**src/ahb_pkg.sv**
```systemverilog
package ahb_pkg;

    localparam logic [1:0] htrans_idle   = 2'b00;
    localparam logic [1:0] htrans_nonseq = 2'b10;

    localparam logic [2:0] hsize_byte = 3'b000;
    localparam logic [2:0] hsize_half = 3'b001;
    localparam logic [2:0] hsize_word = 3'b010;

    // Master side of the bus. hwdata belongs to the data phase and lags
    // the other fields by one accepted transfer.
    typedef struct packed {
        logic [31:0] haddr;
        logic [ 1:0] htrans;
        logic [ 2:0] hsize;
        logic        hwrite;
        logic [31:0] hwdata;
    } ahb_req_t;

    typedef struct packed {
        logic [31:0] hrdata;
        logic        hready; // Slave hreadyout, or the muxed hready.
        logic        hresp;  // High means ERROR.
    } ahb_resp_t;

endpackage : ahb_pkg

```
**src/soc_pkg.sv**
```systemverilog
package soc_pkg;

    localparam logic [31:0] itcm_base       = 32'h0000_0000;
    localparam int          itcm_addr_width = 15; // Word address, 128 KiB.

    typedef struct packed {
        logic [31:0] addr;
        logic        write;
        logic [ 2:0] size;  // Same coding as hsize.
        logic [31:0] wdata;
    } cmd_t;

    typedef struct packed {
        logic [31:0] rdata;
        logic        err;
    } rsp_t;

endpackage : soc_pkg

```
**src/ahb_decoder.sv**
```systemverilog
module ahb_decoder (
    input  logic               clk,
    input  logic               reset,
    input  ahb_pkg::ahb_req_t  ahb_req,
    output ahb_pkg::ahb_resp_t ahb_resp,
    output logic               itcm_sel,
    input  ahb_pkg::ahb_resp_t itcm_resp,
    output logic               hready
);

    localparam int win_lsb = soc_pkg::itcm_addr_width + 2;

    logic               def_sel;
    logic               itcm_data;
    logic               err_first;
    logic               err_second;
    ahb_pkg::ahb_resp_t def_resp;

    assign itcm_sel = ahb_req.haddr[31:win_lsb] == soc_pkg::itcm_base[31:win_lsb];
    assign def_sel  = !itcm_sel;

    // Data-phase ownership. Only real transfers claim the data phase, so an
    // idle bus falls through to the default slave, which then answers OKAY.
    always_ff @(posedge clk) begin
        if (reset) begin
            itcm_data <= 1'b0;
        end else if (hready) begin
            itcm_data <= itcm_sel && ahb_req.htrans[1];
        end
    end

    // Default slave. ERROR takes two cycles so the master can cancel the
    // next transfer before it is accepted.
    always_ff @(posedge clk) begin
        if (reset) begin
            err_first  <= 1'b0;
            err_second <= 1'b0;
        end else begin
            err_first  <= hready && def_sel && ahb_req.htrans[1];
            err_second <= err_first;
        end
    end

    always_comb begin
        def_resp.hrdata = 32'h0;
        def_resp.hready = !err_first;
        def_resp.hresp  = err_first || err_second;
    end

    always_comb begin
        if (itcm_data) begin
            ahb_resp = itcm_resp;
        end else begin
            ahb_resp = def_resp;
        end
    end

    assign hready = ahb_resp.hready;

endmodule : ahb_decoder

```
**config.mk**
```make
export PLATFORM = sky130hd
export DESIGN_NAME = ahb_decoder
export DESIGN_NICKNAME = d
export VERILOG_FILES = /design/src/ahb_pkg.sv /design/src/soc_pkg.sv /design/src/ahb_decoder.sv
export SDC_FILE = /design/constraint.sdc
export NUM_CORES = 1
export LEC_CHECK = 0
export BUFFER_PORTS_ARGS = -buffer_cell sky130_fd_sc_hd__buf_4
export CAP_MARGIN = 0
export CORE_AREA = 2 2 54 56
export CTS_CLUSTER_DIAMETER = 200
export DETAILED_ROUTE_END_ITERATION = 12
export DIE_AREA = 0 0 56 58
export PLACE_DENSITY = 0.73
export SYNTH_ARGS = -nofsm -noshare
export SYNTH_HDL_FRONTEND = slang
export SYNTH_SLANG_ARGS = --single-unit
```
**constraint.sdc**
```tcl
create_clock -name clk -period 1 [get_ports clk]
set_input_delay 0.15 -clock clk [delete_from_list [all_inputs] [get_ports clk]]
set_output_delay 0.15 -clock clk [all_outputs]
set_load 0.02 [all_outputs]
```
==> results of run 1 <==
## registers in the layout (all words and copies together), names as in the netlist
signal and count:
itcm_data 1, err_second 1, err_first 1
## cells in the mapped netlist
library cell | n | area (um^2)
clkbuf_1 | 1 | 3.75
nand2b_1 | 2 | 12.5
dfxtp_1 | 3 | 60.1
inv_1 | 1 | 3.75
and2_1 | 33 | 206
nand2_1 | 1 | 3.75
nor4_2 | 3 | 37.5
nor3_1 | 1 | 5.00
buf_2 | 2 | 10.0
o21ai_0 | 1 | 5.00
nand4b_1 | 1 | 8.76
nor2_1 | 2 | 7.51
nand4_1 | 1 | 6.26
o22ai_1 | 1 | 6.26
nor2b_1 | 1 | 6.26
buf_4 | 1 | 7.51
## cell type report
type	count	area (um^2)	area share
clock buffers	4	26.3	0.0188
multi-input cells	47	397	0.284
repair buffers	92	867	0.621
flip-flops and latches	3	63.8	0.0457
well taps	31	38.8	0.0278
inverters	1	3.75	0.00269
## cells by family after synthesis
kind of cell           synth area share
buffers and inverters            0.0641
DFF                               0.154
AOI/OAI and AO/OA                0.0288
and+or+nand+nor                   0.753
## cells in the final DEF, fill, tap and decap left out, drive strengths merged
master,n
buf,91
and2,33
clkbuf,5
nor4,3
dfxtp,3
nor2,2
nand2b,2
nand2,1
o21ai,1
nor3,1
nand4,1
inv,1
nand4b,1
nor2b,1
o22ai,1
## path summary, 6_finish.rpt
path         startpoint           to  slack [ps]
max           itcm_data  ahb_resp[2]        -190
min               reset   err_second          90
max reg2reg   itcm_data    itcm_data         150
min reg2reg   err_first   err_second         510
## report_power, final
group / internal, mW / leakage [nW] / switching [mW]
clock network: 0.150 / 0.0150 / 0.0682
registers: 0.121 / 0.0253 / 0.00308
logic: 0.164 / 0.662 / 0.0664
## stage by stage
stage | utilization | hold slack (ps)
4_1_cts | 0.473 | 75.1
2_1_floorplan | - | 222
5_1_grt | 0.524 | 82.2
3_3_place_gp | 0.414 | 325
6_report | 0.524 | 89.5
3_5_place_dp | 0.414 | 327
## per-layer routing
| metal | GRT usage | vias up | wire length (um) |
|---|---|---|---|
| met5 | 0 | - | 0 |
| met4 | 0.0578 | 0 | 19 |
| met3 | 0.0469 | 4 | 294 |
| met2 | 0.237 | 63 | 1160 |
| met1 | 0.106 | 310 | 693 |
| li1 | - | 362 | - |
## repair_timing
item                                    in CTS  in global routing
endpoints found under the setup margin      36                 37
pin swaps                                    4                  4
cloned                                       0                  1
setup buffers                                2                  0
gates resized for setup                     30                 33
==> results.cfg, run 1 <==
[outcome]
status = finished, violations left
violations = negative setup slack

[detailed_routing]
drc = 0
routed_via_density = 4.15
detail_route.wl_per_cell_um = 12.2
first_iter_violations = 10
routed_wl_mm = 2.17
dr.pass1.iters = 3
vias = 739
drtAntennaViolNets = 0

[global_routing]
track_usage = 0.120
grt_max_degree = 35
first_global_vias = 718
grt_pass1_wl_mm = 3.08
grt_overflow = 0
antenna_found_initial = 0

[sta]
setup_ws_ps = -194
fmax_ghz = 0.837
tns_ps = -6090
slew_headroom = 0.838
fin_crit_ps = 1190
drv_slew = 0
setup-violations-final = 36
hold_viol_final = 0
skew_ps = 2.81
worstMarginPinSlew_ps = 242
rsz0062_at_grt = yes
min_period_over_period = 1.19

[cts]
htreeDepth = 1
tritoncts = done
worst_skew_pair.late_latency_ps = 230
clk_pin_slew_ps = 40
cts.sinks = 3
cts_buffers = 3
cts-root-buf = clkbuf_4
cts_buffer_depth = 2
cts_hold_buf = 0

[worst_setup_path]
worstPathMaxFanout = 17
cp_slowest_cell = dfxtp_4
crit_required_ps = 850
cp-end-kind = primary output
worstSetupPathType = reg -> out
path_cells = clkbuf_16, and2_1, buf_4
path_buf_inv = 2
worst-r2r-cell-count = 3
slowest_delay_ps = 360
crit_family = flip-flops
cp.arrival_ps = 1040
start_kind = flip-flop
crit_cells = 3

[logic_synthesis]
postSynthCellCount = 55
yosysWarnings = 0
ys_ff_latch = 3
ys_seq_area_frac = 0.154
synth_cell_types = 16
avgSynthCellArea_um2 = 7.10
synth_nets = 161
synth.cell_area_um2 = 390

[floorplanning]
rows = 19
coreArea_um2 = 2660
dieArea_um2 = 3250
die_h_um = 58
pin_count = 142
initial_core_util = 0.147
fp.dieW_um = 56

[placed_design]
place.gp.congestion = 0.693
postPlaceCellArea_um2 = 1100
dp_hpwl_mm = 1.60
io_buffers = 87
pre_cts_ws_ps = -99.6
placed_cells = 172

[cells_and_area]
diodes = 0
stdcell_area_um2 = 1400
num-fill-cells = 238
final_cells = 178
nets = 254
syn2layout_area_growth_pct = 258
post_route_cells_drive_above_1_share = 0.810

[power]
fin_total_pwr_mw = 0.573
p_leak_nw = 0.703
max-vdd-ir-drop_mv = 0.380
power_density_nw_per_um2 = 411

[hold_path]
hold_path.class = in -> reg
hold_depth = 2

[job]
drv_cap = 0
(Power assumes the default switching activity.)
==> run 2, diff against run 1 <==
==> constraint.sdc (replaced) <==
create_clock -name clk -period 1 [get_ports clk]
set_input_delay 0.1 -clock clk [delete_from_list [all_inputs] [get_ports clk]]
set_output_delay 0.1 -clock clk [all_outputs]
set_load 0.02 [all_outputs]
==> run 2 against run 1 <==
  * The run still ends with negative setup slack left
  * Worst hold slack lost 49 ps
  * Setup slack gained 54 ps
  * Register-to-register slack is essentially flat
  * Clock skew is essentially flat
  * Die area is the same
  * Combinational power shrank 6%
  * Via count grew 1.8%
  * Critical endpoint is now ahb_resp[11]
  * Largest power group unchanged
==> results.cfg, run 2 (synthesized netlist as in run 1, its figures left out) <==
[outcome]
status = finished, violations left
violations = negative setup slack

[floorplanning]
dieArea_um2 = 3250
die_h_um = 58
coreArea_um2 = 2660
fp.dieW_um = 56
pin_count = 142
initial_core_util = 0.147
rows = 19

[power]
p_leak_nw = 0.688
power_density_nw_per_um2 = 411
max-vdd-ir-drop_mv = 0.559

[detailed_routing]
vias = 752
dr.pass1.iters = 2
first_iter_violations = 9
drtAntennaViolNets = 0
detail_route.wl_per_cell_um = 12.6
routed_wl_mm = 2.21
routed_via_density = 4.27
drc = 0

[cells_and_area]
post_route_cells_drive_above_1_share = 0.814
top_regs = err_first x1, err_second x1, itcm_data x1
final_cell_mix = buf_4, buf_6, and2_4, and2_1, clkbuf_4
layout_commonest_cell = buf_4
final_cells = 176
diodes = 0
syn2layout_area_growth_pct = 248
nets = 252

[sta]
hold_viol_final = 0
worst_hold_slack_ps = 40.4
fin_crit_ps = 1140
worstMarginPinSlew_ps = 211
skew_ps = 3.05
drv_slew = 0
fmax_ghz = 0.877
setup_ws_ps = -141
setup-violations-final = 35
min_period_over_period = 1.14
rsz0062_at_grt = yes
slew_headroom = 0.858

[global_routing]
first_global_vias = 768
track_usage = 0.133
grt_pass1_wl_mm = 3.39
antenna_found_initial = 0
grt_overflow = 0
grt_max_degree = 18

[job]
drv_cap = 0

[cts]
cts_buffer_depth = 2
worst_skew_pair.late_latency_ps = 240
clk_pin_slew_ps = 40
cts.sinks = 3
cts_buffers = 3
cts-root-buf = clkbuf_4
tritoncts = done
htreeDepth = 1

[worst_setup_path]
worstPathMaxFanout = 17
cp-end-kind = primary output
start_kind = flip-flop
cp_slowest_cell = dfxtp_4
path_cells = buf_12, and2_1, buf_6
crit_required_ps = 900
slowest_delay_ps = 390
worstSetupPathType = reg -> out
cp.arrival_ps = 1040

[placed_design]
placed_cells = 170
io_buffers = 87
place.gp.congestion = 0.716
dp_hpwl_mm = 1.66

[hold_path]
hold_path.class = in -> reg
[run 2: changes by cell type in the layout (fill, tap and decap cells not counted), sizes merged]
cell	previous run	this run
buf	91	90
clkbuf	5	4
[run 2: where the power goes]
part	switching, mW	leakage (nW)	internal [mW]
logic	0.0618	0.648	0.156
registers	0.00308	0.0253	0.122
clock network	0.0659	0.0150	0.150
[run 2: path summary, 6_finish.rpt]
kind	startpoint	end	slack, ps	cells past startpoint
hold / removal	reset	err_second	40	2
setup / recovery	itcm_data	ahb_resp[11]	-140	3
setup reg to reg	itcm_data	itcm_data	160	3
hold reg to reg	err_first	err_second	520	1
[run 2: routing by layer]
layer	GRT usage	routed length, um
met1	0.137	719
met2	0.229	1040
met3	0.0871	452
met4	0.0306	0
met5	0	0
[run 2: final cells by class]
| class | count | area (um^2) |
|---|---|---|
| multi-input combinational | 47 | 379 |
| fill | 241 | 1300 |
| sequential | 3 | 63.8 |
| inverter | 1 | 3.75 |
| timing repair buffer | 90 | 847 |
| clock buffer | 4 | 26.3 |
| tap | 31 | 38.8 |
[run 2: what timing repair did]
item / CTS / global route
pin swaps: 1 / 2
hold buffers: 0 / 0
cloned: 1 / 0
gates resized for setup: 47 / 17
setup buffers: 0 / 1
endpoints found under the setup margin: 35 / 36
[run 2: stage by stage]
stage	setup TNS (ps)	instance area, um^2	utilization	setup slack, ps	power (mW)
6_report	-4410	1360	0.510	-141	0.558
5_1_grt	-5730	1360	0.510	-180	0.589
4_1_cts	-4700	1300	0.487	-147	0.552
3_5_place_dp	0	1080	0.406	7.35	0.321
3_3_place_gp	0	1080	0.406	27.8	0.317
2_1_floorplan	0	392	-	17.5	0.157
[run 2: critical path: cells and delay by family, from the launching register on]
family                 cells  cell delay [ps]
buffers and inverters      2              260
DFF                        1              390
and+or+nand+nor            1              150
==> run 3, diff against run 2 <==
--- a/config.mk
+++ b/config.mk
@@ -12,6 +12,7 @@
 export DETAILED_ROUTE_END_ITERATION = 12
 export DIE_AREA = 0 0 56 58
 export PLACE_DENSITY = 0.73
+export SETUP_SLACK_MARGIN = 0.02
 export SYNTH_ARGS = -nofsm -noshare
 export SYNTH_HDL_FRONTEND = slang
 export SYNTH_SLANG_ARGS = --single-unit
==> run 3 against run 2 <==
  * The run still ends with negative setup slack left
  * Sequential cell count did not move
  * Highest routed layer is now met4
  * Clock skew rose by 3.0 ps
  * Wire length rose by 14%
  * Critical path depth did not move
  * Register-to-register slack got worse by 80 ps
  * Worst hold slack got worse by 18 ps
  * Critical path type unchanged
  * Sequential power barely moved
==> results.cfg, run 3 (synthesized netlist as in run 1, its figures left out) <==
[placed_design]
placed_cells = 171
io_buffers = 87
place.gp.congestion = 0.711
dp_hpwl_mm = 2.05

[sta]
setup-violations-final = 35
worstMarginPinSlew_ps = 196
fin_crit_ps = 1180
skew_ps = 6.05
rsz0062_at_grt = yes
drv_slew = 0
slew_headroom = 0.868
fmax_ghz = 0.848
hold_viol_final = 0
setup_ws_ps = -179
min_period_over_period = 1.18

[floorplanning]
pin_count = 142
coreArea_um2 = 2660
die_h_um = 58
dieArea_um2 = 3250
initial_core_util = 0.147
rows = 19
fp.dieW_um = 56

[worst_setup_path]
cp_slowest_cell = dfxtp_4
cp.arrival_ps = 1080
path_buf_inv = 1
crit_required_ps = 900
cp-end-kind = primary output
crit_family = flip-flops
worstSetupPathType = reg -> out
path_cells = nand2b_4, and2_4, buf_4
worstPathMaxFanout = 5
start_kind = flip-flop
slowest_delay_ps = 380

[cells_and_area]
top_regs = err_first x1, err_second x1, itcm_data x1
multiInputGateArea_um2 = 389
nets = 255
diodes = 0
syn2layout_area_growth_pct = 254
post_route_cells_drive_above_1_share = 0.838
utilization = 0.520
num-fill-cells = 248
layout_commonest_cell = buf_4
final_cells = 179
ff_latch_area_um2 = 63.8
final_cell_mix = buf_4, buf_6, and2_4, and2_1, clkbuf_4

[job]
drv_cap = 0

[detailed_routing]
dr.pass1.iters = 2
vias = 762
routed_wl_mm = 2.53
detail_route.wl_per_cell_um = 14.1
routed_via_density = 4.26
drtAntennaViolNets = 0
drc = 0
first_iter_violations = 6

[outcome]
violations = negative setup slack
status = finished, violations left

[global_routing]
grt_max_degree = 17
track_usage = 0.150
antenna_found_initial = 0
grt_pass1_wl_mm = 3.68
grt_overflow = 0
first_global_vias = 787

[cts]
htreeDepth = 1
clk_pin_slew_ps = 40
cts.sinks = 3
cts_hold_buf = 0
tritoncts = done
cts_buffers = 3
cts_buffer_depth = 2
cts-root-buf = clkbuf_4
worst_skew_pair.late_latency_ps = 240

[power]
max-vdd-ir-drop_mv = 0.663
power_density_nw_per_um2 = 412
p_leak_nw = 0.708

[hold_path]
hold_path.class = in -> reg
## run 3: cell count changes in the layout (fill, tap and decap cells not counted), sizes merged
cell  previous run  this run
buf             90        93
## run 3: worst paths after layout
check | startpoint | to | slack (ps) | depth (start not counted)
worst min-delay path | reset | err_second | 20 | 2
worst max-delay path | itcm_data | hready | -180 | 3
worst max register to register | itcm_data | itcm_data | 80 | 3
worst min register to register | err_first | err_second | 510 | 1
## run 3: where the power goes
| part | switching, mW | internal [mW] | total [mW] | leakage, nW |
|---|---|---|---|---|
| clock | 0.0785 | 0.151 | 0.229 | 0.0150 |
| sequential | 0.00323 | 0.121 | 0.125 | 0.0253 |
| combinational | 0.0637 | 0.153 | 0.217 | 0.668 |
## run 3: layout make-up
class | count | area share
Timing Repair Buffer | 93 | 0.623
Multi-Input combinational cell | 47 | 0.281
Sequential cell | 3 | 0.0461
Inverter | 1 | 0.00271
Tap cell | 31 | 0.0280
Clock buffer | 4 | 0.0190
## run 3: routing by layer
layer,global-route usage,vias up,routed length (um)
li1,-,360,-
met1,0.151,321,829
met3,0.0871,4,483
met5,0,-,0
met2,0.254,77,1180
met4,0.0612,0,35
## run 3: repair_timing
| action | 4_1_cts | 5_1_grt |
|---|---|---|
| cloned | 1 | 0 |
| pin swaps | 2 | 2 |
| setup buffers | 1 | 2 |
| endpoints found under the hold margin | 0 | 0 |
| gates resized for setup | 41 | 22 |
| setup endpoints to repair | 36 | 36 |
## run 3: metrics by stage
| step | worst slack (ps) | setup TNS (ps) | cell area, um^2 | total power [mW] | hold slack, ps |
|---|---|---|---|---|---|
| 2_1_floorplan | 21.9 | 0 | 393 | 0.159 | 172 |
| 3_3_place_gp | 13.5 | 0 | 1090 | 0.321 | 274 |
| 3_5_place_dp | -14.4 | -14.4 | 1090 | 0.327 | 275 |
| 4_1_cts | -177 | -5310 | 1310 | 0.567 | 18.5 |
| 5_1_grt | -210 | -6710 | 1380 | 0.605 | 30.6 |
| 6_report | -179 | -5380 | 1380 | 0.570 | 22.4 |
