## config.mk

```make
export PLATFORM = sky130hd
export DESIGN_NAME = ahb_to_sram
export DESIGN_NICKNAME = d
export VERILOG_FILES = /design/src/ahb_pkg.sv /design/src/soc_pkg.sv /design/src/ahb_to_sram.sv
export SDC_FILE = /design/constraint.sdc
export NUM_CORES = 1
export LEC_CHECK = 0
export BUFFER_PORTS_ARGS = -buffer_cell sky130_fd_sc_hd__buf_2
export CAP_MARGIN = 15
export CORE_AREA = 2 2 73 75
export DETAILED_ROUTE_END_ITERATION = 10
export DIE_AREA = 0 0 75 77
export GPL_TIMING_DRIVEN = 1
export MAX_ROUTING_LAYER = met4
export PLACE_DENSITY_LB_ADDON = 0.12
export SLEW_MARGIN = 20
export SYNTH_ARGS = -nofsm -noshare
export SYNTH_HDL_FRONTEND = slang
export SYNTH_SLANG_ARGS = --single-unit
```

## constraint.sdc

```tcl
create_clock -name clk -period 2.8 [get_ports clk]
set_clock_uncertainty 0.2 [all_clocks]
set_input_delay 0.28 -clock clk [delete_from_list [all_inputs] [get_ports clk]]
set_output_delay 0.28 -clock clk [all_outputs]
set_load 0.05 [all_outputs]
```

## src/ahb_pkg.sv

```systemverilog
package ahb_pkg;

    localparam logic [1:0] htrans_idle   = 2'b00;
    localparam logic [1:0] htrans_nonseq = 2'b10;

    localparam logic [2:0] hsize_byte = 3'b000;
    localparam logic [2:0] hsize_half = 3'b001;
    localparam logic [2:0] hsize_word = 3'b010;

    // Master side of the bus. hwdata belongs to the data phase and lags
    // the other fields by one accepted transfer.
    typedef struct packed {
        logic [31:0] haddr;
        logic [ 1:0] htrans;
        logic [ 2:0] hsize;
        logic        hwrite;
        logic [31:0] hwdata;
    } ahb_req_t;

    typedef struct packed {
        logic [31:0] hrdata;
        logic        hready; // Slave hreadyout, or the muxed hready.
        logic        hresp;  // High means ERROR.
    } ahb_resp_t;

endpackage : ahb_pkg

```

## src/soc_pkg.sv

```systemverilog
package soc_pkg;

    localparam logic [31:0] itcm_base       = 32'h0000_0000;
    localparam int          itcm_addr_width = 15; // Word address, 128 KiB.

    typedef struct packed {
        logic [31:0] addr;
        logic        write;
        logic [ 2:0] size;  // Same coding as hsize.
        logic [31:0] wdata;
    } cmd_t;

    typedef struct packed {
        logic [31:0] rdata;
        logic        err;
    } rsp_t;

endpackage : soc_pkg

```

## src/ahb_to_sram.sv

```systemverilog
module ahb_to_sram (
    input  logic                                clk,
    input  logic                                reset,
    input  logic                                hsel,
    input  logic                                hready,
    input  ahb_pkg::ahb_req_t                   ahb_req,
    output ahb_pkg::ahb_resp_t                  ahb_resp,
    input  logic [31:0]                         sram_rdata,
    output logic [soc_pkg::itcm_addr_width-1:0] sram_addr,
    output logic [3:0]                          sram_wen,
    output logic [31:0]                         sram_wdata,
    output logic                                sram_cs
);

    localparam int aw = soc_pkg::itcm_addr_width;

    logic          trans_valid;
    logic          wr_pend;
    logic [aw-1:0] dp_addr; // Word address of the last accepted transfer.
    logic [3:0]    wr_lanes;
    logic          rd_wait;

    function automatic logic [3:0] byte_lanes(input logic [2:0] size, input logic [1:0] offs);
        logic [3:0] lanes;
        case (size)
            ahb_pkg::hsize_byte: lanes = 4'b0001 << offs;
            ahb_pkg::hsize_half: lanes = offs[1] ? 4'b1100 : 4'b0011;
            ahb_pkg::hsize_word: lanes = 4'b1111;
            default:             lanes = 4'b0000; // Wider than the bus.
        endcase
        return lanes;
    endfunction

    assign trans_valid = hsel && hready && ahb_req.htrans[1];

    always_ff @(posedge clk) begin
        if (reset) begin
            wr_pend <= 1'b0;
            rd_wait <= 1'b0;
        end else begin
            if (hready) begin
                wr_pend <= trans_valid && ahb_req.hwrite;
            end
            // The port is busy with the write, so the read goes out a cycle late.
            rd_wait <= trans_valid && !ahb_req.hwrite && wr_pend;
        end
    end

    always_ff @(posedge clk) begin
        if (trans_valid) begin
            dp_addr  <= ahb_req.haddr[aw+1:2];
            wr_lanes <= byte_lanes(ahb_req.hsize, ahb_req.haddr[1:0]);
        end
    end

    always_comb begin
        sram_cs    = 1'b0;
        sram_wen   = 4'b0000;
        sram_addr  = ahb_req.haddr[aw+1:2];
        sram_wdata = ahb_req.hwdata;
        if (wr_pend) begin
            sram_cs   = 1'b1;
            sram_wen  = wr_lanes;
            sram_addr = dp_addr;
        end else if (rd_wait) begin
            sram_cs   = 1'b1;
            sram_addr = dp_addr;
        end else if (trans_valid && !ahb_req.hwrite) begin
            sram_cs = 1'b1; // Read issued in the address phase.
        end
    end

    always_comb begin
        ahb_resp.hrdata = sram_rdata;
        ahb_resp.hready = !rd_wait;
        ahb_resp.hresp  = 1'b0;
    end

endmodule : ahb_to_sram

```

==> impl_results.md, run 1 <==
* Total inserted antenna cells at 0
* Final RePlAce weighted congestion at 0.6622
* Syn nets at 234
* Share of layout cells above drive strength 1 at 0.5656
* Maximum number of pins on one net before global-route repair at 20
* Effective utilization at floorplan at 0.2954
* Count of TritonRoute iterations in the first routing pass at 3
* Max_slew headroom at 0.4661
* Psw at 0.0001901 W
* Clock-pin slew of the registers on the worst-case setup and hold paths at 0.07 ns
* Post-synth cell types at 19
* Buffer depth of the longest clock path at 2
* Total count of max-transition violations in the final report at 0
* Number of DRC violations after detailed-routing iteration 0 at 10
* Global-route wire length before repair at 4.271 mm
* CP endpoint kind: primary output
* Clock latency on the worst-skew pair at 0.25 ns
* Core footprint at 4977 um2
* Worst Tran Pin Value at 0.7999 ns
* Total Die Area at 5775 um2
* Die width at 75 um
* Upper clock frequency limit at 450.3 MHz
* Period Utilization, post-route at 0.7931
* Setup repair after global routing missed its margin: false
* Number of DRC violations after detailed routing at 0
* Synth top area share at 0.3881
* Peak supply drop at 145.0 uV
* Synth warnings at 0
* Overflow after GRT at 0
* Post-route worst hold slack at 0.01156 ns
* IO Count at 192
* Growth of design area from synthesis to finish at -3.064%
* Chip Height at 77 um
* Number of global-route vias before repair at 751
* Crit path launch type: flip-flop
* Number of cells produced by synthesis at 128
* Number of maximum-capacitance violations at 0
* Overall via count from detail_route at 786
* GR Util All Layers at 0.1025
* Master cell of the clock root buffer: sky130_fd_sc_hd__clkbuf_8
* Final setup violation count at 0
* H-tree depth at 1
* Clock Sinks at 21
* Final Hold Vio Count at 0
* NumNets Final at 229
* Pint at 0.0005111 W
* Placed wire-length estimate after detailed placement at 2.590 mm
* Post-synth top area cell: sky130_fd_sc_hd__edfxtp_1
* Post-detailed-route via-to-cell ratio at 4.094
* Comb power frac at 0.205
* Commonest cells after routing, fill and taps aside: sky130_fd_sc_hd__buf_2, sky130_fd_sc_hd__edfxtp_1, sky130_fd_sc_hd__dlygate4sd3_1
* Std cell rows at 26
* Average wire per standard cell at 16.35 um
* Area of the mapped netlist at 1470 um2
* Final wirelength at 3.139 mm
* Commonest non-fill, non-tap cell in the layout: sky130_fd_sc_hd__buf_2
* Per-instance average area after synthesis at 11.49 um2
* Port Buffer Count at 46
* Leakage at 0.6200 nW
* Initial antenna violation count at 0
* Ratio of total power to cell area at 492.1 nW/um2
* Proportion of power drawn by flip-flops and latches at 0.515
* Worst path arrival time at 1.74 ns
* Accumulated negative setup slack at 0 ns
* Flip-flop and latch count after synthesis at 21
* Class of the most critical setup path: flip-flop to primary output
* Maximum fanout count along the critical path at 16
* Net switching fraction of the power at 0.2711
* TritonCTS clock tree: done
* Class of the most critical hold timing path: input pin to flip-flop
* Post-layout minimum cycle time at 2.221 ns
* PostCTS Resize Cnt at 0
* Total CTS buffers at 3
* Worst endpoint required time at 2.32 ns
* Number of antenna-violating nets in the routed design at 0
* Clock Power Share at 0.281
* Sequential-to-total area share from yosys stat at 0.4153
* Run status: finished, final reports clean
* Top cells by area, synth: sky130_fd_sc_hd__edfxtp_1, sky130_fd_sc_hd__buf_4, sky130_fd_sc_hd__mux2_4
## cell usage after synthesis
library cell / count
sky130_fd_sc_hd__buf_4: 65
sky130_fd_sc_hd__edfxtp_1: 19
sky130_fd_sc_hd__mux2_4: 9
sky130_fd_sc_hd__mux2_2: 6
sky130_fd_sc_hd__a21oi_1: 5
sky130_fd_sc_hd__and2_2: 4
sky130_fd_sc_hd__inv_1: 4
sky130_fd_sc_hd__o21ai_0: 3
sky130_fd_sc_hd__dfxtp_1: 2
sky130_fd_sc_hd__nor2_1: 2
sky130_fd_sc_hd__a21o_1: 1
sky130_fd_sc_hd__buf_12: 1
sky130_fd_sc_hd__conb_1: 1
sky130_fd_sc_hd__nand2b_1: 1
sky130_fd_sc_hd__nand3_1: 1
sky130_fd_sc_hd__nand4_1: 1
sky130_fd_sc_hd__nor2_4: 1
sky130_fd_sc_hd__nor4b_1: 1
sky130_fd_sc_hd__or2b_1: 1
## final cells by class
type | count | area, um2
Fill cell | 520 | 3552
Sequential cell | 21 | 610.6
Multi-Input combinational cell | 37 | 336.6
Timing Repair Buffer | 56 | 330.3
Tap cell | 70 | 87.58
Clock buffer | 4 | 45.04
Inverter | 4 | 15.01
## path summary, 6_finish.rpt
kind	from	to	slack [ns]	depth (start not counted)
max	wr_pend$_SDFFE_PP0P_	sram_addr[3]	0.58	3
min	ahb_req[51]	dp_addr[11]$_DFFE_PP_	0.01	1
max reg2reg	wr_pend$_SDFFE_PP0P_	wr_pend$_SDFFE_PP0P_	1.71	2
min reg2reg	wr_pend$_SDFFE_PP0P_	rd_wait$_SDFF_PP0_	0.38	1
## flip-flops by register name, indices dropped and copies added, names as in the netlist
| register | flops |
|---|---|
| wr_pend | 1 |
| rd_wait | 1 |
| wr_lanes | 4 |
| dp_addr | 15 |
## critical path: stages, from the launching register on
cell and delay [ns]:
sky130_fd_sc_hd__dfxtp_1 0.37, sky130_fd_sc_hd__nor2_4 0.50, sky130_fd_sc_hd__mux2_2 0.40, sky130_fd_sc_hd__buf_2 0.21
## cells by family after synthesis
family                 Yosys count  share of synthesized area
AOI/OAI and AO/OA                9                    0.03234
buffers and inverters           70                     0.3557
DFF                             21                     0.4153
muxes                           15                     0.1379
other                            1                   0.002551
and+or+nand+nor                 12                    0.05618
## stage by stage
| step | std cells | cell area, um2 | total power (W) | setup WS [ns] | utilization |
|---|---|---|---|---|---|
| after floorplan | 128 | 1470 | 0.0007100 | 0.8428 | - |
| after global placement | 178 | 1280 | 0.0005011 | 0.8238 | 0.2572 |
| after detailed placement | 178 | 1280 | 0.0005023 | 0.8214 | 0.2572 |
| after CTS | 188 | 1385 | 0.0007119 | 0.5291 | 0.2783 |
| after global routing | 192 | 1425 | 0.0007416 | 0.4343 | 0.2863 |
| final | 192 | 1425 | 0.0007013 | 0.5794 | 0.2863 |
## power groups by stage
stage                     Sequential [W]  Combinational [W]  Clock [W]
after floorplan                 0.000367           0.000343          0
after global placement          0.000368           0.000133          0
after detailed placement        0.000368           0.000134          0
after CTS                       0.000361           0.000141   0.000210
after global routing            0.000362           0.000154   0.000225
final                           0.000361           0.000144   0.000197
## routing by layer
metal	track usage	vias up	wire length (um)	part of all wire
met5	-	-	0	0
met4	0.03214	0	21	0.0067
met3	0.07753	6	590	0.19
met2	0.1728	84	1555	0.50
met1	0.08502	345	971	0.31
li1	-	351	-	-
## repair_timing
action	in CTS	in global routing
endpoints found under the hold margin	6	4
hold buffers	6	4
buffers inserted	0	0
(Power assumes the default switching activity.)
==> run 2: changes to the inputs <==
--- a/config.mk
+++ b/config.mk
@@ -7,9 +7,9 @@
 export LEC_CHECK = 0
 export BUFFER_PORTS_ARGS = -buffer_cell sky130_fd_sc_hd__buf_2
 export CAP_MARGIN = 15
-export CORE_AREA = 2 2 73 75
+export CORE_AREA = 2 2 75 77
 export DETAILED_ROUTE_END_ITERATION = 10
-export DIE_AREA = 0 0 75 77
+export DIE_AREA = 0 0 77 79
 export GPL_TIMING_DRIVEN = 1
 export MAX_ROUTING_LAYER = met4
 export PLACE_DENSITY_LB_ADDON = 0.12
==> constraint.sdc (replaced) <==
create_clock -name clk -period 1.9 [get_ports clk]
set_clock_uncertainty 0.2 [all_clocks]
set_input_delay 0.19 -clock clk [delete_from_list [all_inputs] [get_ports clk]]
set_output_delay 0.19 -clock clk [all_outputs]
set_load 0.05 [all_outputs]
==> impl_results.md, run 2 (synthesized netlist as in run 1, its figures left out) <==
* Run status: finished, final reports clean (unchanged)
* Std cell rows at 27 (was 26)
* Hold Path Cell Cnt at 3 (was 1)
* Final Hold Vio Count at 0 (unchanged)
* Number of antenna-violating nets in the routed design at 0 (unchanged)
* Die width at 77 um (was 75 um)
* Number of DRC violations after detailed routing at 0 (unchanged)
* Final wirelength at 3.116 mm (was 3.139 mm)
* Delay of the slowest cell on the worst path at 0.34 ns (was 0.50 ns)
* Period Utilization, post-route at 0.9712
* Number of maximum-capacitance violations at 0 (unchanged)
* Average wire per standard cell at 15.20 um (was 16.35 um)
* Clock Sinks at 21 (unchanged)
* Chip Height at 79 um (was 77 um)
* Reg2reg path depth at 3 (was 2)
* Number of global-route vias before repair at 869 (was 751)
* Min-Delay Startpoint: hready (was ahb_req[51])
* Core footprint at 5338 um2 (was 4977 um2)
* Leakage at 0.6946 nW (was 0.6200 nW)
* Master cell of the clock root buffer: sky130_fd_sc_hd__clkbuf_8 (unchanged)
* NumNets Final at 240 (was 229)
* End point of the most critical hold path: rd_wait$_SDFF_PP0_ (was dp_addr[11]$_DFFE_PP_)
* Total inserted antenna cells at 0 (unchanged)
* Critical R2R Launch: wr_pend$_SDFFE_PP0P_ (unchanged)
* Upper clock frequency limit at 541.9 MHz
* Setup repair after global routing missed its margin: true (was false)
* Worst setup slack before clock tree synthesis at 0.2670 ns (was 0.8214 ns)
* Commonest non-fill, non-tap cell in the layout: sky130_fd_sc_hd__buf_2 (unchanged)
* Overflow after GRT at 0 (unchanged)
* CP Buf/Inv Count at 2 (was 1)
* Total Die Area at 6083 um2 (was 5775 um2)
* Global-route wire length before repair at 4.623 mm (was 4.271 mm)
* Overall via count from detail_route at 823 (was 786)
* Accumulated negative setup slack at 0 ns (unchanged)
* Effective utilization at floorplan at 0.2754 (was 0.2954)
* CP delay by family, top: buffers and inverters (was simple AND/OR/NAND/NOR gates)
* Post-route worst hold slack at 0.04364 ns (was 0.01156 ns)
* Flip-flop count of the largest register after layout at 15 (unchanged)
* Final setup violation count at 0 (unchanged)
* Top flop regs: dp_addr x15, wr_lanes x4 (unchanged)
* Worst path arrival time at 1.46 ns (was 1.74 ns)
* TritonCTS clock tree: done (unchanged)
* IO Count at 192 (unchanged)
* Clock-pin slew of the registers on the worst-case setup and hold paths at 0.07 ns (about the same)
* Maximum fanout count along the critical path at 8 (was 16)
* Class of the most critical setup path: flip-flop to primary output (unchanged)
* Share of layout cells above drive strength 1 at 0.5489 (was 0.5656)
* Class of the most critical hold timing path: input pin to flip-flop (unchanged)
* Smallest setup slack after layout at 0.05464 ns (was 0.5794 ns)
* Port Buffer Count at 46 (unchanged)
* Initial antenna violation count at 0 (unchanged)
* Worst-case register-to-register setup slack at 0.30 ns (was 1.71 ns)
* Setup repair bufs after CTS at 0 (unchanged)
* Total count of max-transition violations in the final report at 0 (unchanged)
* Crit path launch type: flip-flop (unchanged)
* Final RePlAce weighted congestion at 0.6748 (was 0.6622)
* Maximum number of pins on one net before global-route repair at 17 (was 20)
* Buffer depth of the longest clock path at 2 (unchanged)
* List of cells traversed by the critical path: nor2_4 > clkbuf_16 > mux2_4 > buf_2 (was nor2_4 > mux2_2 > buf_2)
* Total CTS buffers at 3 (unchanged)
* CP endpoint kind: primary output (unchanged)
* Peak supply drop at 201.2 uV (was 145.0 uV)
* Commonest cells after routing, fill and taps aside: sky130_fd_sc_hd__buf_2, sky130_fd_sc_hd__edfxtp_1, sky130_fd_sc_hd__dlygate4sd3_1 (unchanged)
* Number of DRC violations after detailed-routing iteration 0 at 29 (was 10)
* Register ranked first by flip-flop count: dp_addr (unchanged)
* Core occupancy in the finished layout at 0.2977 (was 0.2863)
* Growth of design area from synthesis to finish at 8.085% (was -3.064%)
* Count of TritonRoute iterations in the first routing pass at 4 (was 3)
* Ratio of total power to cell area at 665.3 nW/um2 (was 492.1 nW/um2)
* Post-detailed-route via-to-cell ratio at 4.015 (was 4.094)
* Worst endpoint required time at 1.51 ns (was 2.32 ns)
* Slowest cell on the critical path: sky130_fd_sc_hd__dfxtp_1 (was sky130_fd_sc_hd__nor2_4)
* GR Util All Layers at 0.1011 (was 0.1025)
* H-tree depth at 1 (unchanged)
* Clock latency on the worst-skew pair at 0.25 ns (about the same)
* Post-layout minimum cycle time at 1.845 ns
* Reg-to-Reg End: wr_pend$_SDFFE_PP0P_ (unchanged)
* Total of fill cells in the finished design at 586 (was 520)
* Pwr Total at 0.001057 W (was 0.0007013 W)
* Placed wire-length estimate after detailed placement at 2.419 mm (was 2.590 mm)
## run 2: cell count changes in the layout (fill, tap and decap cells not counted), sizes merged
cell / delta
buf: +1
dlygate4sd3: +8
clkbuf: +2
## run 2: per-layer routing
layer  up-vias  routed length, um  GRT usage  share of wire
met1       364               1028    0.09602           0.33
met3        12                467    0.06023           0.15
met4         0                 53    0.04464          0.017
li1        372                  -          -              -
met2        75               1566     0.1667           0.50
met5         -                  0          -              0
## run 2: worst min-delay path, delay by kind of cell
kind / cells / cell delay (ns)
and+or+nand+nor: 2 / 0.15
buffers and inverters: 1 / 0.11
## run 2: through the flow
step	area, um2	instances
6_report	1589	205
5_1_grt	1589	205
4_1_cts	1556	204
3_5_place_dp	1323	182
3_3_place_gp	1323	182
2_1_floorplan	1470	128
## run 2: layout make-up
cell class | count | area, um2 | share of cell area
inverters | 4 | 15.01 | 0.009449
flip-flops and latches | 21 | 611.8 | 0.3850
clock buffers | 4 | 45.04 | 0.02835
well taps | 72 | 90.09 | 0.05669
repair buffers | 67 | 490.5 | 0.3087
multi-input cells | 37 | 336.6 | 0.2118
## run 2: worst max path at each step
stage | startpoint | to | slack [ns] | cells past startpoint
2_1_floorplan | ahb_req[37] | sram_cs | 0.12 | 2
3_3_place_gp | wr_pend$_SDFFE_PP0P_ | sram_addr[2] | 0.28 | 4
3_5_place_dp | wr_pend$_SDFFE_PP0P_ | sram_addr[2] | 0.27 | 4
4_1_cts | wr_pend$_SDFFE_PP0P_ | sram_addr[4] | 0.02 | 4
5_1_grt | wr_pend$_SDFFE_PP0P_ | sram_addr[13] | -0.008 | 4
6_report | rd_wait$_SDFF_PP0_ | sram_addr[13] | 0.05 | 4
## run 2: repair_timing
action | CTS | global route
pin swaps | 0 | 1
hold endpoints to repair | 17 | 0
setup endpoints to repair | 6 | 5
gates resized for setup | 4 | 5
gates cloned | 0 | 1
hold buffers | 18 | 0
## run 2: where the power goes
part	switching (W)	internal [W]	total (W)	leakage [nW]
clock	0.000139	0.000149	0.000288	0.0228
combinational	0.000138	0.0000994	0.000238	0.484
sequential	0.00000578	0.000526	0.000532	0.188
total	0.000283	0.000774	0.00106	0.695
