`src/ahb_pkg.sv`:
```
package ahb_pkg;

    localparam logic [1:0] htrans_idle   = 2'b00;
    localparam logic [1:0] htrans_nonseq = 2'b10;

    localparam logic [2:0] hsize_byte = 3'b000;
    localparam logic [2:0] hsize_half = 3'b001;
    localparam logic [2:0] hsize_word = 3'b010;

    // Master side of the bus. hwdata belongs to the data phase and lags
    // the other fields by one accepted transfer.
    typedef struct packed {
        logic [31:0] haddr;
        logic [ 1:0] htrans;
        logic [ 2:0] hsize;
        logic        hwrite;
        logic [31:0] hwdata;
    } ahb_req_t;

    typedef struct packed {
        logic [31:0] hrdata;
        logic        hready; // Slave hreadyout, or the muxed hready.
        logic        hresp;  // High means ERROR.
    } ahb_resp_t;

endpackage : ahb_pkg

```
`src/soc_pkg.sv`:
```
package soc_pkg;

    localparam logic [31:0] itcm_base       = 32'h0000_0000;
    localparam int          itcm_addr_width = 15; // Word address, 128 KiB.

    typedef struct packed {
        logic [31:0] addr;
        logic        write;
        logic [ 2:0] size;  // Same coding as hsize.
        logic [31:0] wdata;
    } cmd_t;

    typedef struct packed {
        logic [31:0] rdata;
        logic        err;
    } rsp_t;

endpackage : soc_pkg

```
`src/cmd_ahb_master.sv`:
```
module cmd_ahb_master (
    input  logic              clk,
    input  logic              reset,
    input  logic              cmd_req,
    input  soc_pkg::cmd_t     cmd,
    output logic              cmd_ack,
    output soc_pkg::rsp_t     rsp,
    output ahb_pkg::ahb_req_t ahb_req,
    input  ahb_pkg::ahb_resp_t ahb_resp
);

    typedef enum logic [1:0] {
        st_idle,
        st_addr,
        st_data,
        st_ack
    } state_t;

    state_t      state;
    logic [ 1:0] htrans_q;
    logic [31:0] haddr_q;
    logic [ 2:0] hsize_q;
    logic        hwrite_q;
    logic [31:0] hwdata_q;

    always_ff @(posedge clk) begin
        if (reset) begin
            state    <= st_idle;
            cmd_ack  <= 1'b0;
            htrans_q <= ahb_pkg::htrans_idle;
        end else begin
            case (state)
                st_idle: begin
                    if (cmd_req) begin
                        htrans_q <= ahb_pkg::htrans_nonseq;
                        state    <= st_addr;
                    end
                end
                st_addr: begin
                    if (ahb_resp.hready) begin // Address phase accepted.
                        htrans_q <= ahb_pkg::htrans_idle;
                        state    <= st_data;
                    end
                end
                st_data: begin
                    if (ahb_resp.hready) begin
                        cmd_ack <= 1'b1;
                        state   <= st_ack;
                    end
                end
                st_ack: begin
                    if (!cmd_req) begin // Requester has seen the result.
                        cmd_ack <= 1'b0;
                        state   <= st_idle;
                    end
                end
                default: begin
                    state <= st_idle;
                end
            endcase
        end
    end

    always_ff @(posedge clk) begin
        if (state == st_idle && cmd_req) begin
            haddr_q  <= cmd.addr;
            hsize_q  <= cmd.size;
            hwrite_q <= cmd.write;
        end
        if (state == st_addr && ahb_resp.hready) begin
            hwdata_q <= cmd.wdata; // Write data follows into the data phase.
        end
        if (state == st_data && ahb_resp.hready) begin
            rsp.err   <= ahb_resp.hresp;
            rsp.rdata <= ahb_resp.hresp ? 32'h0 : ahb_resp.hrdata;
        end
    end

    always_comb begin
        ahb_req.haddr  = haddr_q;
        ahb_req.htrans = htrans_q;
        ahb_req.hsize  = hsize_q;
        ahb_req.hwrite = hwrite_q;
        ahb_req.hwdata = hwdata_q;
    end

endmodule : cmd_ahb_master

```
`config.mk`:
```
export PLATFORM = sky130hd
export DESIGN_NAME = cmd_ahb_master
export DESIGN_NICKNAME = d
export VERILOG_FILES = /design/src/ahb_pkg.sv /design/src/soc_pkg.sv /design/src/cmd_ahb_master.sv
export SDC_FILE = /design/constraint.sdc
export NUM_CORES = 1
export LEC_CHECK = 0
export BUFFER_PORTS_ARGS = -buffer_cell sky130_fd_sc_hd__buf_2
export CORE_MARGIN = 2
export CORE_UTILIZATION = 39
export DETAILED_ROUTE_END_ITERATION = 12
export GPL_TIMING_DRIVEN = 0
export PLACE_DENSITY = 0.79
export SYNTH_ARGS = -nofsm -noshare
export SYNTH_HDL_FRONTEND = slang
export SYNTH_SLANG_ARGS = --single-unit
```
`constraint.sdc`:
```
create_clock -name clk -period 2.06 [get_ports clk]
set_clock_uncertainty 0.2 [all_clocks]
set_input_delay 0.206 -clock clk [delete_from_list [all_inputs] [get_ports clk]]
set_output_delay 0.206 -clock clk [all_outputs]
set_load 0.03 [all_outputs]
```
==> results of run 1 <==
==> synthesized netlist by cell type, drive strengths merged <==
cell,number,share of area (%)
a41o,1,0.28
a211oi,1,0.21
nor2b,32,5.6
nor2,1,0.11
buf,2,0.42
o21bai,1,0.32
conb,1,0.11
or2,1,0.18
nand2b,1,0.18
ha,7,2.5
o211ai,1,0.21
o21ai,1,0.14
and2,3,0.56
a311oi,1,0.25
a21oi,3,0.42
dfxtp,4,2.2
clkbuf,3,0.32
mux2i,2,0.67
edfxtp,101,85
inv,3,0.32
nand2,1,0.11
==> through the flow <==
stage               utilization (%)  cells  hold slack, ns  setup TNS [ns]
floorplan                         -    171          0.0751               0
global placement               53.9    486           0.183          -18.49
detailed placement             53.9    486           0.184          -24.33
==> cells by family after synthesis <==
group | count (synthesis) | share of synthesized area (%)
multiplexers | 2 | 0.666
AND/OR/NAND/NOR | 39 | 6.73
flip-flops | 105 | 87.2
adder cells (fa/ha/maj) | 7 | 2.45
AO/OA/AOI/OAI | 9 | 1.82
other | 1 | 0.105
buffers and inverters | 8 | 1.05
==> impl_metrics.tcl, run 1 <==
set metrics [dict create \
    port_buffers 207 \
    row_count 34 \
    die_h_um 99.7 \
    gp_congestion 0.781 \
    yosys_warnings 0 \
    synth_fp_nets 283 \
    syn_area_mm2 0.00357 \
    clock-sinks 105 \
    lastStage "clock tree synthesis" \
    status "aborted with a tool error" \
    postCtsHoldBufs 101 \
    synth_seq_cells 105 \
    clockBufferDepth 2 \
    error_line "[ERROR RSZ-0060] Max buffer count reached." \
    hpwl_um 5840 \
    post_cts_buffers 0 \
    ctsHtreeMaxLevel 3 \
    dpl_cell_area_mm2 0.00474 \
    ys_types 23 \
    syn_avg_cell_area_um2 20.9 \
    pre_cts_ws_ns -0.396 \
    ys_seq_area_share_pct 87.2 \
    cts_inserted_buffers 9 \
    clockRootBuffer "clkbuf_8" \
    initial_core_util_pct 40.6 \
    io_pins 209 \
    die_w_um 99.7 \
    synthCells 171 \
    post_cts_resized 2 \
]
==> run 2: changes to the inputs <==
--- a/config.mk
+++ b/config.mk
@@ -7,10 +7,10 @@
 export LEC_CHECK = 0
 export BUFFER_PORTS_ARGS = -buffer_cell sky130_fd_sc_hd__buf_2
 export CORE_MARGIN = 2
-export CORE_UTILIZATION = 39
+export CORE_UTILIZATION = 36
 export DETAILED_ROUTE_END_ITERATION = 12
 export GPL_TIMING_DRIVEN = 0
-export PLACE_DENSITY = 0.79
+export PLACE_DENSITY_LB_ADDON = 0.15
 export SYNTH_ARGS = -nofsm -noshare
 export SYNTH_HDL_FRONTEND = slang
 export SYNTH_SLANG_ARGS = --single-unit
==> constraint.sdc (replaced) <==
create_clock -name clk -period 2.7 [get_ports clk]
set_clock_uncertainty 0.2 [all_clocks]
set_input_delay 0.27 -clock clk [delete_from_list [all_inputs] [get_ports clk]]
set_output_delay 0.27 -clock clk [all_outputs]
set_load 0.03 [all_outputs]
==> run 2 against run 1 <==
Net effect:
- the run now ends clean
- synthesized cell count is the same
- area after synthesis is the same
==> impl_metrics.tcl, run 2 <==
set metrics [dict create \
    drive_gt1_share_pct 46.5 \
    p_seq_share_pct 50.9 \
    final_common_cell "buf_2" \
    yosysMostFrequentCell "edfxtp_1" \
    grt_first_pass_wirelength_um 13800 \
    gp_congestion 0.726 \
    p_int_w 0.00290 \
    p_sw_share_pct 34.2 \
    ys_types 23 \
    synth_seq_cells 105 \
    regArea_mm2 0.00311 \
    cp-start-kind "flop" \
    synthFlopType "edfxtp_1" \
    cts_inserted_buffers 9 \
    syn_avg_cell_area_um2 20.9 \
    powerDensity_mw_per_mm2 744 \
    synth_fp_nets 283 \
    setup_ws_ns 0.660 \
    dpl_cell_area_mm2 0.00477 \
    finalCritPeriodShare_pct 75.6 \
    finalSetupViolCount 0 \
    ys_seq_area_share_pct 87.2 \
    grt_pass1_vias 2746 \
    yosys_warnings 0 \
    initial_core_util_pct 36.9 \
    ir_drop_uv 313 \
    worstSkewPairLatency_ns 0.35 \
    clockRootBuffer "clkbuf_8" \
    required_ns 2.49 \
    finalNetCount 600 \
    final_cell_mix "207 x buf_2, 101 x edfxtp_1, 99 x dlygate4sd3_1" \
    max_slew_margin_pct 46.5 \
    avgViaCountPerCell 4.20 \
    hpwl_um 5690 \
    drc 0 \
    syn_area_mm2 0.00357 \
    die_w_um 104 \
    drt-pass1-iter-count 4 \
    path_clk_slew_ns 0.10 \
    yosys-top-cells-area "edfxtp_1 85%, nor2b_1 5.6%, ha_1 2.5%, dfxtp_1 2.2%, a21oi_1 0.42%" \
    hold-path-endpoint "rsp[31]" \
    pwr-share-clk_pct 19.0 \
    post_cts_buffers 0 \
    hp-class "input port to flop" \
    antenna_found_initial 0 \
    synthCells 171 \
    die_h_um 104 \
    multi_input_area_um2 423 \
    drt_iter0_drc 92 \
    drv_cap 0 \
    top_regs "rsp: 33 flops, haddr_q: 32 flops, hwdata_q: 32 flops" \
    end_kind "flop" \
    criticalPathCategory "flop to flop" \
    reg2reg_setup_slack_ns 0.66 \
    core_area_mm2 0.00968 \
    wl_per_cell_um 14.1 \
    overflow 0 \
    finalHoldViolCount 0 \
    ctsHtreeMaxLevel 3 \
    grt.total_usage_pct 16.5 \
    top_register "rsp" \
    yosysTopAreaCellShare_pct 84.9 \
    switchingPower_w 0.00151 \
    rsz0062_at_grt "false" \
    clock-sinks 105 \
    largest_reg_flops 33 \
    async_flop_share_pct 0 \
    status "finished clean" \
    ant_nets 0 \
    worst_pin_slew_ns 0.803 \
    finalSetupTns_ns 0 \
    num_vias 2630 \
    synth_edf_count 101 \
    synthTopCellsByCount "101 x edfxtp_1, 32 x nor2b_1, 7 x ha_1" \
    path_max_fanout 36 \
    final_area_mm2 0.00593 \
    power_frac_comb_pct 30.1 \
    fin_util_pct 61.2 \
    report.final.slew_viol_count 0 \
    max_freq_ghz 0.490 \
    pre_cts_ws_ns 0.250 \
    reg2reg_to "haddr_q[6]" \
    clockBufferDepth 2 \
    row_count 36 \
    io_pins 209 \
    p_leak_nw 2.48 \
    cts_tree "done" \
    worstPathArrival_ns 1.83 \
    period_needed_ns 2.04 \
    r2r-start "state[0]" \
    r2r_cells 3 \
    port_buffers 207 \
    synth_top_cell_by_area "edfxtp_1" \
    wl_um 8850 \
    worstHoldStart "ahb_resp[32]" \
    areaGrowthSynthToFinish_pct 66.0 \
    num-fill-cells 725 \
    die_area_mm2 0.0107 \
    diodes 0 \
    grt_max_degree 37 \
    holdPathStages 2 \
]
[run 2: cell counts after synthesis]
Identical to the previous run, type by type.
[run 2: final cells by class]
class | count | area share (%)
Sequential cell | 105 | 52.5
Timing Repair Buffer | 306 | 34.2
Multi-Input combinational cell | 58 | 7.13
Tap cell | 133 | 2.81
Clock buffer | 10 | 2.15
Clock inverter | 6 | 0.591
Buffer | 5 | 0.443
Inverter | 3 | 0.190
[run 2: cells by family after synthesis]
family          after synthesis  share of synthesized area, %
buf+inv                       8                          1.05
other cells                   1                         0.105
simple gates                 39                          6.73
fa+ha+maj                     7                          2.45
compound gates                9                          1.82
flops                       105                          87.2
mux                           2                         0.666
[run 2: worst max-delay path, cell delays in order, from the launching register on]
cell and delay [ns]:
dfxtp_1 0.36, inv_1 0.14, ha_1 0.24, and2_2 0.70
[run 2: metrics by stage]
step                      total power [W]  std cells  hold WS, ns
after floorplan                   0.00311        171        0.139
after global placement            0.00349        511        0.247
after detailed placement          0.00351        511        0.248
after CTS                         0.00446        626      0.00286
after global routing              0.00462        626       0.0265
final                             0.00441        626       0.0186
[run 2: worst max-delay path by stage]
stage | startpoint | to | slack (ns)
floorplan | state[0] | rsp[0] | 0.65
global placement | state[0] | rsp[18] | 0.25
detailed placement | state[1] | hwdata_q[16] | 0.25
CTS | state[1] | hwdata_q[29] | 0.22
global route | state[1] | haddr_q[2] | 0.52
finish | state[0] | haddr_q[6] | 0.66
[run 2: routing by layer]
| metal | global-route usage (%) | part of all wire [%] |
|---|---|---|
| met1 | 17.7 | 38 |
| met2 | 29.6 | 52 |
| met3 | 5.35 | 6.9 |
| met4 | 7.53 | 2.7 |
| met5 | 0 | 0 |
[run 2: repair_timing]
| item | 4_1_cts | 5_1_grt |
|---|---|---|
| hold endpoints to repair | 101 | 0 |
| gates resized for setup | 0 | 0 |
| hold buffers | 99 | 0 |
[run 2: power by group through the flow]
stage	Combinational (W)	Sequential, W	Clock [W]
CTS	0.00134	0.00225	0.000870
global placement	0.00121	0.00228	0
finish	0.00133	0.00225	0.000837
global route	0.00142	0.00228	0.000926
detailed placement	0.00122	0.00229	0
floorplan	0.000292	0.00281	0
(Power assumes the default switching activity.)
==> run 3: changes to the inputs <==
--- a/config.mk
+++ b/config.mk
@@ -5,6 +5,7 @@
 export SDC_FILE = /design/constraint.sdc
 export NUM_CORES = 1
 export LEC_CHECK = 0
+export ABC_AREA = 1
 export BUFFER_PORTS_ARGS = -buffer_cell sky130_fd_sc_hd__buf_2
 export CORE_MARGIN = 2
 export CORE_UTILIZATION = 36
==> constraint.sdc (replaced) <==
create_clock -name clk -period 2.1 [get_ports clk]
set_clock_uncertainty 0.2 [all_clocks]
set_input_delay 0.21 -clock clk [delete_from_list [all_inputs] [get_ports clk]]
set_output_delay 0.21 -clock clk [all_outputs]
set_load 0.03 [all_outputs]
==> run 3 against run 2 <==
Net effect:
- synthesized cell count up 30%
- sequential share of layout area shrank 1.6 points
- critical path depth increased by 1
- largest cell class unchanged
- largest power group unchanged
==> impl_metrics.tcl, run 3 <==
set metrics [dict create \
    ir_drop_uv 388 \
    finalSetupTns_ns 0 \
    syn_area_mm2 0.00364 \
    multi_input_area_um2 340 \
    clockBufferDepth 2 \
    cts_inserted_buffers 9 \
    finalHoldViolCount 0 \
    port_buffers 207 \
    synth_fp_nets 334 \
    finalCritPeriodShare_pct 93.0 \
    totalPowerFinal_w 0.00579 \
    ys_types 16 \
    pwr-share-clk_pct 20.3 \
    num-fill-cells 763 \
    path_max_fanout 17 \
    p_seq_share_pct 49.2 \
    core_area_mm2 0.00982 \
    criticalPathCategory "flop to flop" \
    regArea_mm2 0.00311 \
    worstPathArrival_ns 1.74 \
    wl_um 9720 \
    max_freq_ghz 0.512 \
    hold_ws_ns 0.0593 \
    gp_congestion 0.758 \
    synthFlopType "edfxtp_1" \
    grt_max_degree 20 \
    ctsHtreeMaxLevel 3 \
    die_area_mm2 0.0109 \
    hp-class "input port to flop" \
    clockRootBuffer "clkbuf_8" \
    die_w_um 105 \
    grt_first_pass_wirelength_um 14800 \
    worstSkewPairLatency_ns 0.35 \
    report.final.slew_viol_count 0 \
    wl_met1_um 3710 \
    initial_core_util_pct 37.1 \
    finalSetupViolCount 0 \
    end_kind "flop" \
    antenna_found_initial 0 \
    synth_seq_cells 105 \
    async_flop_share_pct 0 \
    status "finished clean" \
    clock-sinks 105 \
    met3_length_um 701 \
    power_frac_comb_pct 30.6 \
    areaGrowthSynthToFinish_pct 67.9 \
    final_common_cell "buf_2" \
    largest_reg_flops 33 \
    cpMaxStageDelayCell "clkinvlp_4" \
    grt_pass1_vias 3017 \
    ant_nets 0 \
    cp_cell_sequence "inv_1 > ha_1 > nand2_1 > clkinvlp_4" \
    drive_gt1_share_pct 42.6 \
    drc 0 \
    yosys_warnings 0 \
    p_sw_share_pct 33.6 \
    period_needed_ns 1.95 \
    powerDensity_mw_per_mm2 947 \
    max_stage_delay_ns 0.42 \
    wl_met2_um 5150 \
    top_register "rsp" \
    cts_tree "done" \
    pre_cts_ws_ns -0.284 \
    row_count 36 \
    p_leak_nw 2.73 \
    rsz0062_at_grt "false" \
    hpwl_um 5890 \
    synth_edf_count 101 \
    synthTopCellsByCount "101 x edfxtp_1, 42 x inv_1, 39 x nor2_1" \
    setup_ws_ns 0.147 \
    path_clk_slew_ns 0.09 \
    synthCells 222 \
    io_pins 209 \
    overflow 0 \
    synth_top_cell_by_area "edfxtp_1" \
    grt.total_usage_pct 17.7 \
    yosys-top-cells-area "edfxtp_1 83%, inv_1 4.3%, nor2_1 4.0%, ha_1 2.4%, dfxtp_1 2.2%" \
    die_h_um 105 \
    ys_seq_area_share_pct 85.4 \
    yosysMostFrequentCell "edfxtp_1" \
    top_layer "met4" \
    finalNetCount 659 \
    cp-start-kind "flop" \
    final_cell_mix "210 x buf_2, 102 x dlygate4sd3_1, 101 x edfxtp_1" \
    num_vias 2821 \
    avgViaCountPerCell 4.12 \
    required_ns 1.89 \
    drt_iter0_drc 82 \
    drv_cap 0 \
    p_int_w 0.00384 \
    syn_avg_cell_area_um2 16.4 \
    diodes 0 \
    wl_per_cell_um 14.2 \
    top_regs "rsp: 33 flops, haddr_q: 32 flops, hwdata_q: 32 flops" \
    switchingPower_w 0.00195 \
    yosysTopAreaCellShare_pct 83.2 \
    drt-pass1-iter-count 4 \
]
==> run 3: cell count changes after synthesis, moves of 2 or more <==
cell	previous run	this run
nor2_1	1	39
buf_2	0	3
clkbuf_1	3	0
nor2b_1	32	0
and2_1	2	0
nand2_1	1	14
inv_1	3	42
nand2_2	0	2
==> run 3: layer usage <==
| metal | global-route usage [%] | vias up |
|---|---|---|
| li1 | - | 1377 |
| met1 | 18.7 | 1292 |
| met2 | 33.4 | 140 |
| met3 | 4.43 | 12 |
| met4 | 7.52 | 0 |
| met5 | 0 | - |
==> run 3: power by group through the flow <==
| stage | Clock (W) | Sequential, W | Combinational (W) |
|---|---|---|---|
| after floorplan | 0 | 0.00358 | 0.000353 |
| after global placement | 0 | 0.00289 | 0.00153 |
| after detailed placement | 0 | 0.00291 | 0.00154 |
| after CTS | 0.00122 | 0.00285 | 0.00173 |
| after global routing | 0.00129 | 0.00289 | 0.00189 |
| final | 0.00117 | 0.00285 | 0.00177 |
==> run 3: logic make-up (layout without fill, tap and decap cells) <==
| kind of cell | Yosys count | count (layout) | share of synthesized area [%] |
|---|---|---|---|
| simple gates | 59 | 59 | 6.56 |
| compound gates | 2 | 2 | 0.275 |
| other cells | 1 | 1 | 0.103 |
| buf+inv | 48 | 377 | 5.25 |
| flops | 105 | 105 | 85.4 |
| fa+ha+maj | 7 | 7 | 2.40 |
==> run 3: worst max-delay path: cells and delay by family (launching register included) <==
family	cells	cell delay, ns
DFF	1	0.41
and+or+nand+nor	1	0.21
buffers and inverters	2	0.54
adders and majority gates	1	0.22
==> run 3: through the flow <==
| step | util, % | std cells | area [um2] |
|---|---|---|---|
| 2_1_floorplan | - | 222 | 3640 |
| 5_1_grt | 62.3 | 684 | 6120 |
| 4_1_cts | 61.9 | 682 | 6080 |
| 3_5_place_dp | 49.4 | 562 | 4850 |
| 3_3_place_gp | 49.4 | 562 | 4850 |
| 6_report | 62.3 | 684 | 6120 |
==> run 3: final timing paths <==
| kind | from | end | slack [ns] | depth (start not counted) |
|---|---|---|---|---|
| worst max register to register | state[0] | rsp[24] | 0.15 | 4 |
| worst min register to register | htrans_q[1] | htrans_q[1] | 0.32 | 2 |
| worst min-delay path | cmd_req | htrans_q[1] | 0.06 | 4 |
| worst max-delay path | state[0] | rsp[24] | 0.15 | 4 |
==> run 3: layout make-up <==
cell class                 count  share of cell area (%)
buffer                         5                   0.491
clock buffer                  12                    2.21
clock inverter                 3                   0.695
inverter                      43                    2.82
multi-input combinational     69                    5.56
sequential                   105                    50.9
tap                          133                    2.72
timing repair buffer         311                    34.3
timing repair inverter         3                   0.368
==> run 3: what timing repair did <==
item	CTS	global route
resized for setup	6	0
hold buffers	102	0
setup buffers	0	2
hold endpoints to repair	105	0
setup endpoints to repair	102	35
cloned	3	0
==> run 4: changes to the inputs <==
--- a/config.mk
+++ b/config.mk
@@ -11,7 +11,7 @@
 export CORE_UTILIZATION = 36
 export DETAILED_ROUTE_END_ITERATION = 12
 export GPL_TIMING_DRIVEN = 0
-export PLACE_DENSITY_LB_ADDON = 0.15
+export PLACE_DENSITY = 0.68
 export SYNTH_ARGS = -nofsm -noshare
 export SYNTH_HDL_FRONTEND = slang
 export SYNTH_SLANG_ARGS = --single-unit
==> run 4 against run 3 <==
Net effect:
- core utilization grew 0.47 points
- largest power group unchanged
- non-clock buffer count is 2 higher
- first-iteration DRC count increased by 33%
- register-to-register slack about the same
- count of clock-buffer cells in the layout is 2 lower
- sequential power hardly changed
==> impl_metrics.tcl, run 4 (synthesized netlist as in run 3, its figures left out) <==
set metrics [dict create \
    power_frac_comb_pct 29.9 \
    avgViaCountPerCell 4.13 \
    core_area_mm2 0.00982 \
    hpwl_um 5610 \
    crit_start "state[1]" \
    path_clk_slew_ns 0.09 \
    ir_drop_uv 441 \
    gp_congestion 0.733 \
    switchingPower_w 0.00196 \
    finalNetCount 661 \
    criticalPathCategory "flop to flop" \
    period_needed_ns 1.95 \
    powerDensity_mw_per_mm2 963 \
    cp.depth 4 \
    antenna_found_initial 0 \
    totalPowerFinal_w 0.00594 \
    path_max_fanout 16 \
    cts_tree "done" \
    hp-class "input port to flop" \
    path_delay_family "buffers and inverters" \
    stdcell_count 686 \
    r2r_cells 4 \
    wl_um 9650 \
    p_sw_share_pct 33.0 \
    grt_max_degree 20 \
    max_freq_ghz 0.514 \
    final_area_mm2 0.00617 \
    placed_cells 562 \
    final_cell_mix "210 x buf_2, 102 x dlygate4sd3_1, 101 x edfxtp_1" \
    drt-pass1-iter-count 4 \
    required_ns 1.92 \
    fin_util_pct 62.8 \
    initial_core_util_pct 37.1 \
    top_register "rsp" \
    ctsHtreeMaxLevel 3 \
    p_leak_nw 2.76 \
    row_count 36 \
    diodes 0 \
    report.final.slew_viol_count 0 \
    drt_iter0_drc 109 \
    num_vias 2830 \
    die_area_mm2 0.0109 \
    final_common_cell "buf_2" \
    p_seq_share_pct 48.1 \
    ant_nets 0 \
    clockBufferDepth 2 \
    pwr-share-clk_pct 22.1 \
    grt_first_pass_wirelength_um 14800 \
    finalCritPeriodShare_pct 92.6 \
    die_w_um 105 \
    largest_reg_flops 33 \
    crit_end "hwdata_q[0]" \
    finalSetupViolCount 0 \
    die_h_um 105 \
    io_pins 209 \
    end_kind "flop" \
    areaGrowthSynthToFinish_pct 69.2 \
    r2r-start "state[1]" \
    cts_inserted_buffers 9 \
    wl_per_cell_um 14.1 \
    crit_buf_inv 2 \
    clockRootBuffer "clkbuf_8" \
    status "finished clean" \
    top_regs "rsp: 33 flops, haddr_q: 32 flops, hwdata_q: 32 flops" \
    clock-sinks 105 \
    worstSkewPairLatency_ns 0.36 \
    dpl_cell_area_mm2 0.00485 \
    grt.total_usage_pct 17.5 \
    p_int_w 0.00398 \
    drv_cap 0 \
    worstPathArrival_ns 1.77 \
    reg2reg_setup_slack_ns 0.15 \
    overflow 0 \
    drive_gt1_share_pct 43.2 \
    reg2reg_to "hwdata_q[0]" \
    cp_cell_sequence "inv_1 > ha_1 > nand2_1 > clkinvlp_4" \
    finalHoldViolCount 0 \
    port_buffers 207 \
    rsz0062_at_grt "false" \
    cp-start-kind "flop" \
    drc 0 \
    max_stage_delay_ns 0.45 \
    grt_pass1_vias 3009 \
    num-fill-cells 738 \
    cpMaxStageDelayCell "dfxtp_1" \
]
-- run 4: how the worst min path moves through the flow --
stage               startpoint     endpoint  slack, ns  depth (start not counted)
floorplan                reset  htrans_q[1]       0.09                          1
global placement        cmd[3]  hwdata_q[3]       0.19                          1
detailed placement      cmd[0]  hwdata_q[0]       0.19                          1
CTS                    cmd_req  htrans_q[1]       0.03                          4
global route           cmd_req  htrans_q[1]       0.11                          4
finish                 cmd_req  htrans_q[1]       0.06                          4
-- run 4: area by class of cell --
| cell class | count | area (um2) | share of cell area (%) |
|---|---|---|---|
| Multi-Input combinational cell | 69 | 340 | 5.52 |
| Sequential cell | 105 | 3110 | 50.5 |
| Inverter | 43 | 173 | 2.80 |
| Buffer | 5 | 30.0 | 0.487 |
| Clock inverter | 5 | 81.3 | 1.32 |
| Timing Repair inverter | 3 | 22.5 | 0.365 |
| Timing Repair Buffer | 313 | 2110 | 34.3 |
| Tap cell | 133 | 166 | 2.70 |
| Clock buffer | 10 | 128 | 2.07 |
-- run 4: what timing repair did --
item | 4_1_cts | 5_1_grt
endpoints found under the hold margin | 105 | 0
buffers inserted | 0 | 4
hold buffers | 102 | 0
gates resized for setup | 6 | 0
gates cloned | 3 | 0
setup endpoints to repair | 102 | 35
-- run 4: power groups by stage --
stage	registers, W	clock network [W]	logic (W)
global route	0.00289	0.00142	0.00189
CTS	0.00285	0.00135	0.00171
global placement	0.00289	0	0.00151
floorplan	0.00358	0	0.000353
finish	0.00285	0.00131	0.00178
detailed placement	0.00291	0	0.00152
-- run 4: worst register-to-register path: cells and delay by family, from the launching register on --
family | cells | cell delay [ns]
flops | 1 | 0.45
simple gates | 1 | 0.24
fa+ha+maj | 1 | 0.21
buf+inv | 2 | 0.51
-- run 4: through the flow --
stage | setup TNS (ns) | hold slack (ns) | setup slack (ns)
after global routing | 0 | 0.109 | 0.0194
final | 0 | 0.0558 | 0.154
after CTS | 0 | 0.0317 | 0.0607
after detailed placement | -17.71 | 0.188 | -0.240
after global placement | -12.35 | 0.186 | -0.170
after floorplan | 0 | 0.0893 | 0.105
-- run 4: per-layer routing --
| layer | track usage [%] | part of all wire [%] |
|---|---|---|
| met1 | 18.8 | 38 |
| met2 | 32.3 | 52 |
| met3 | 6.43 | 8.7 |
| met4 | 4.95 | 1.4 |
| met5 | 0 | 0 |
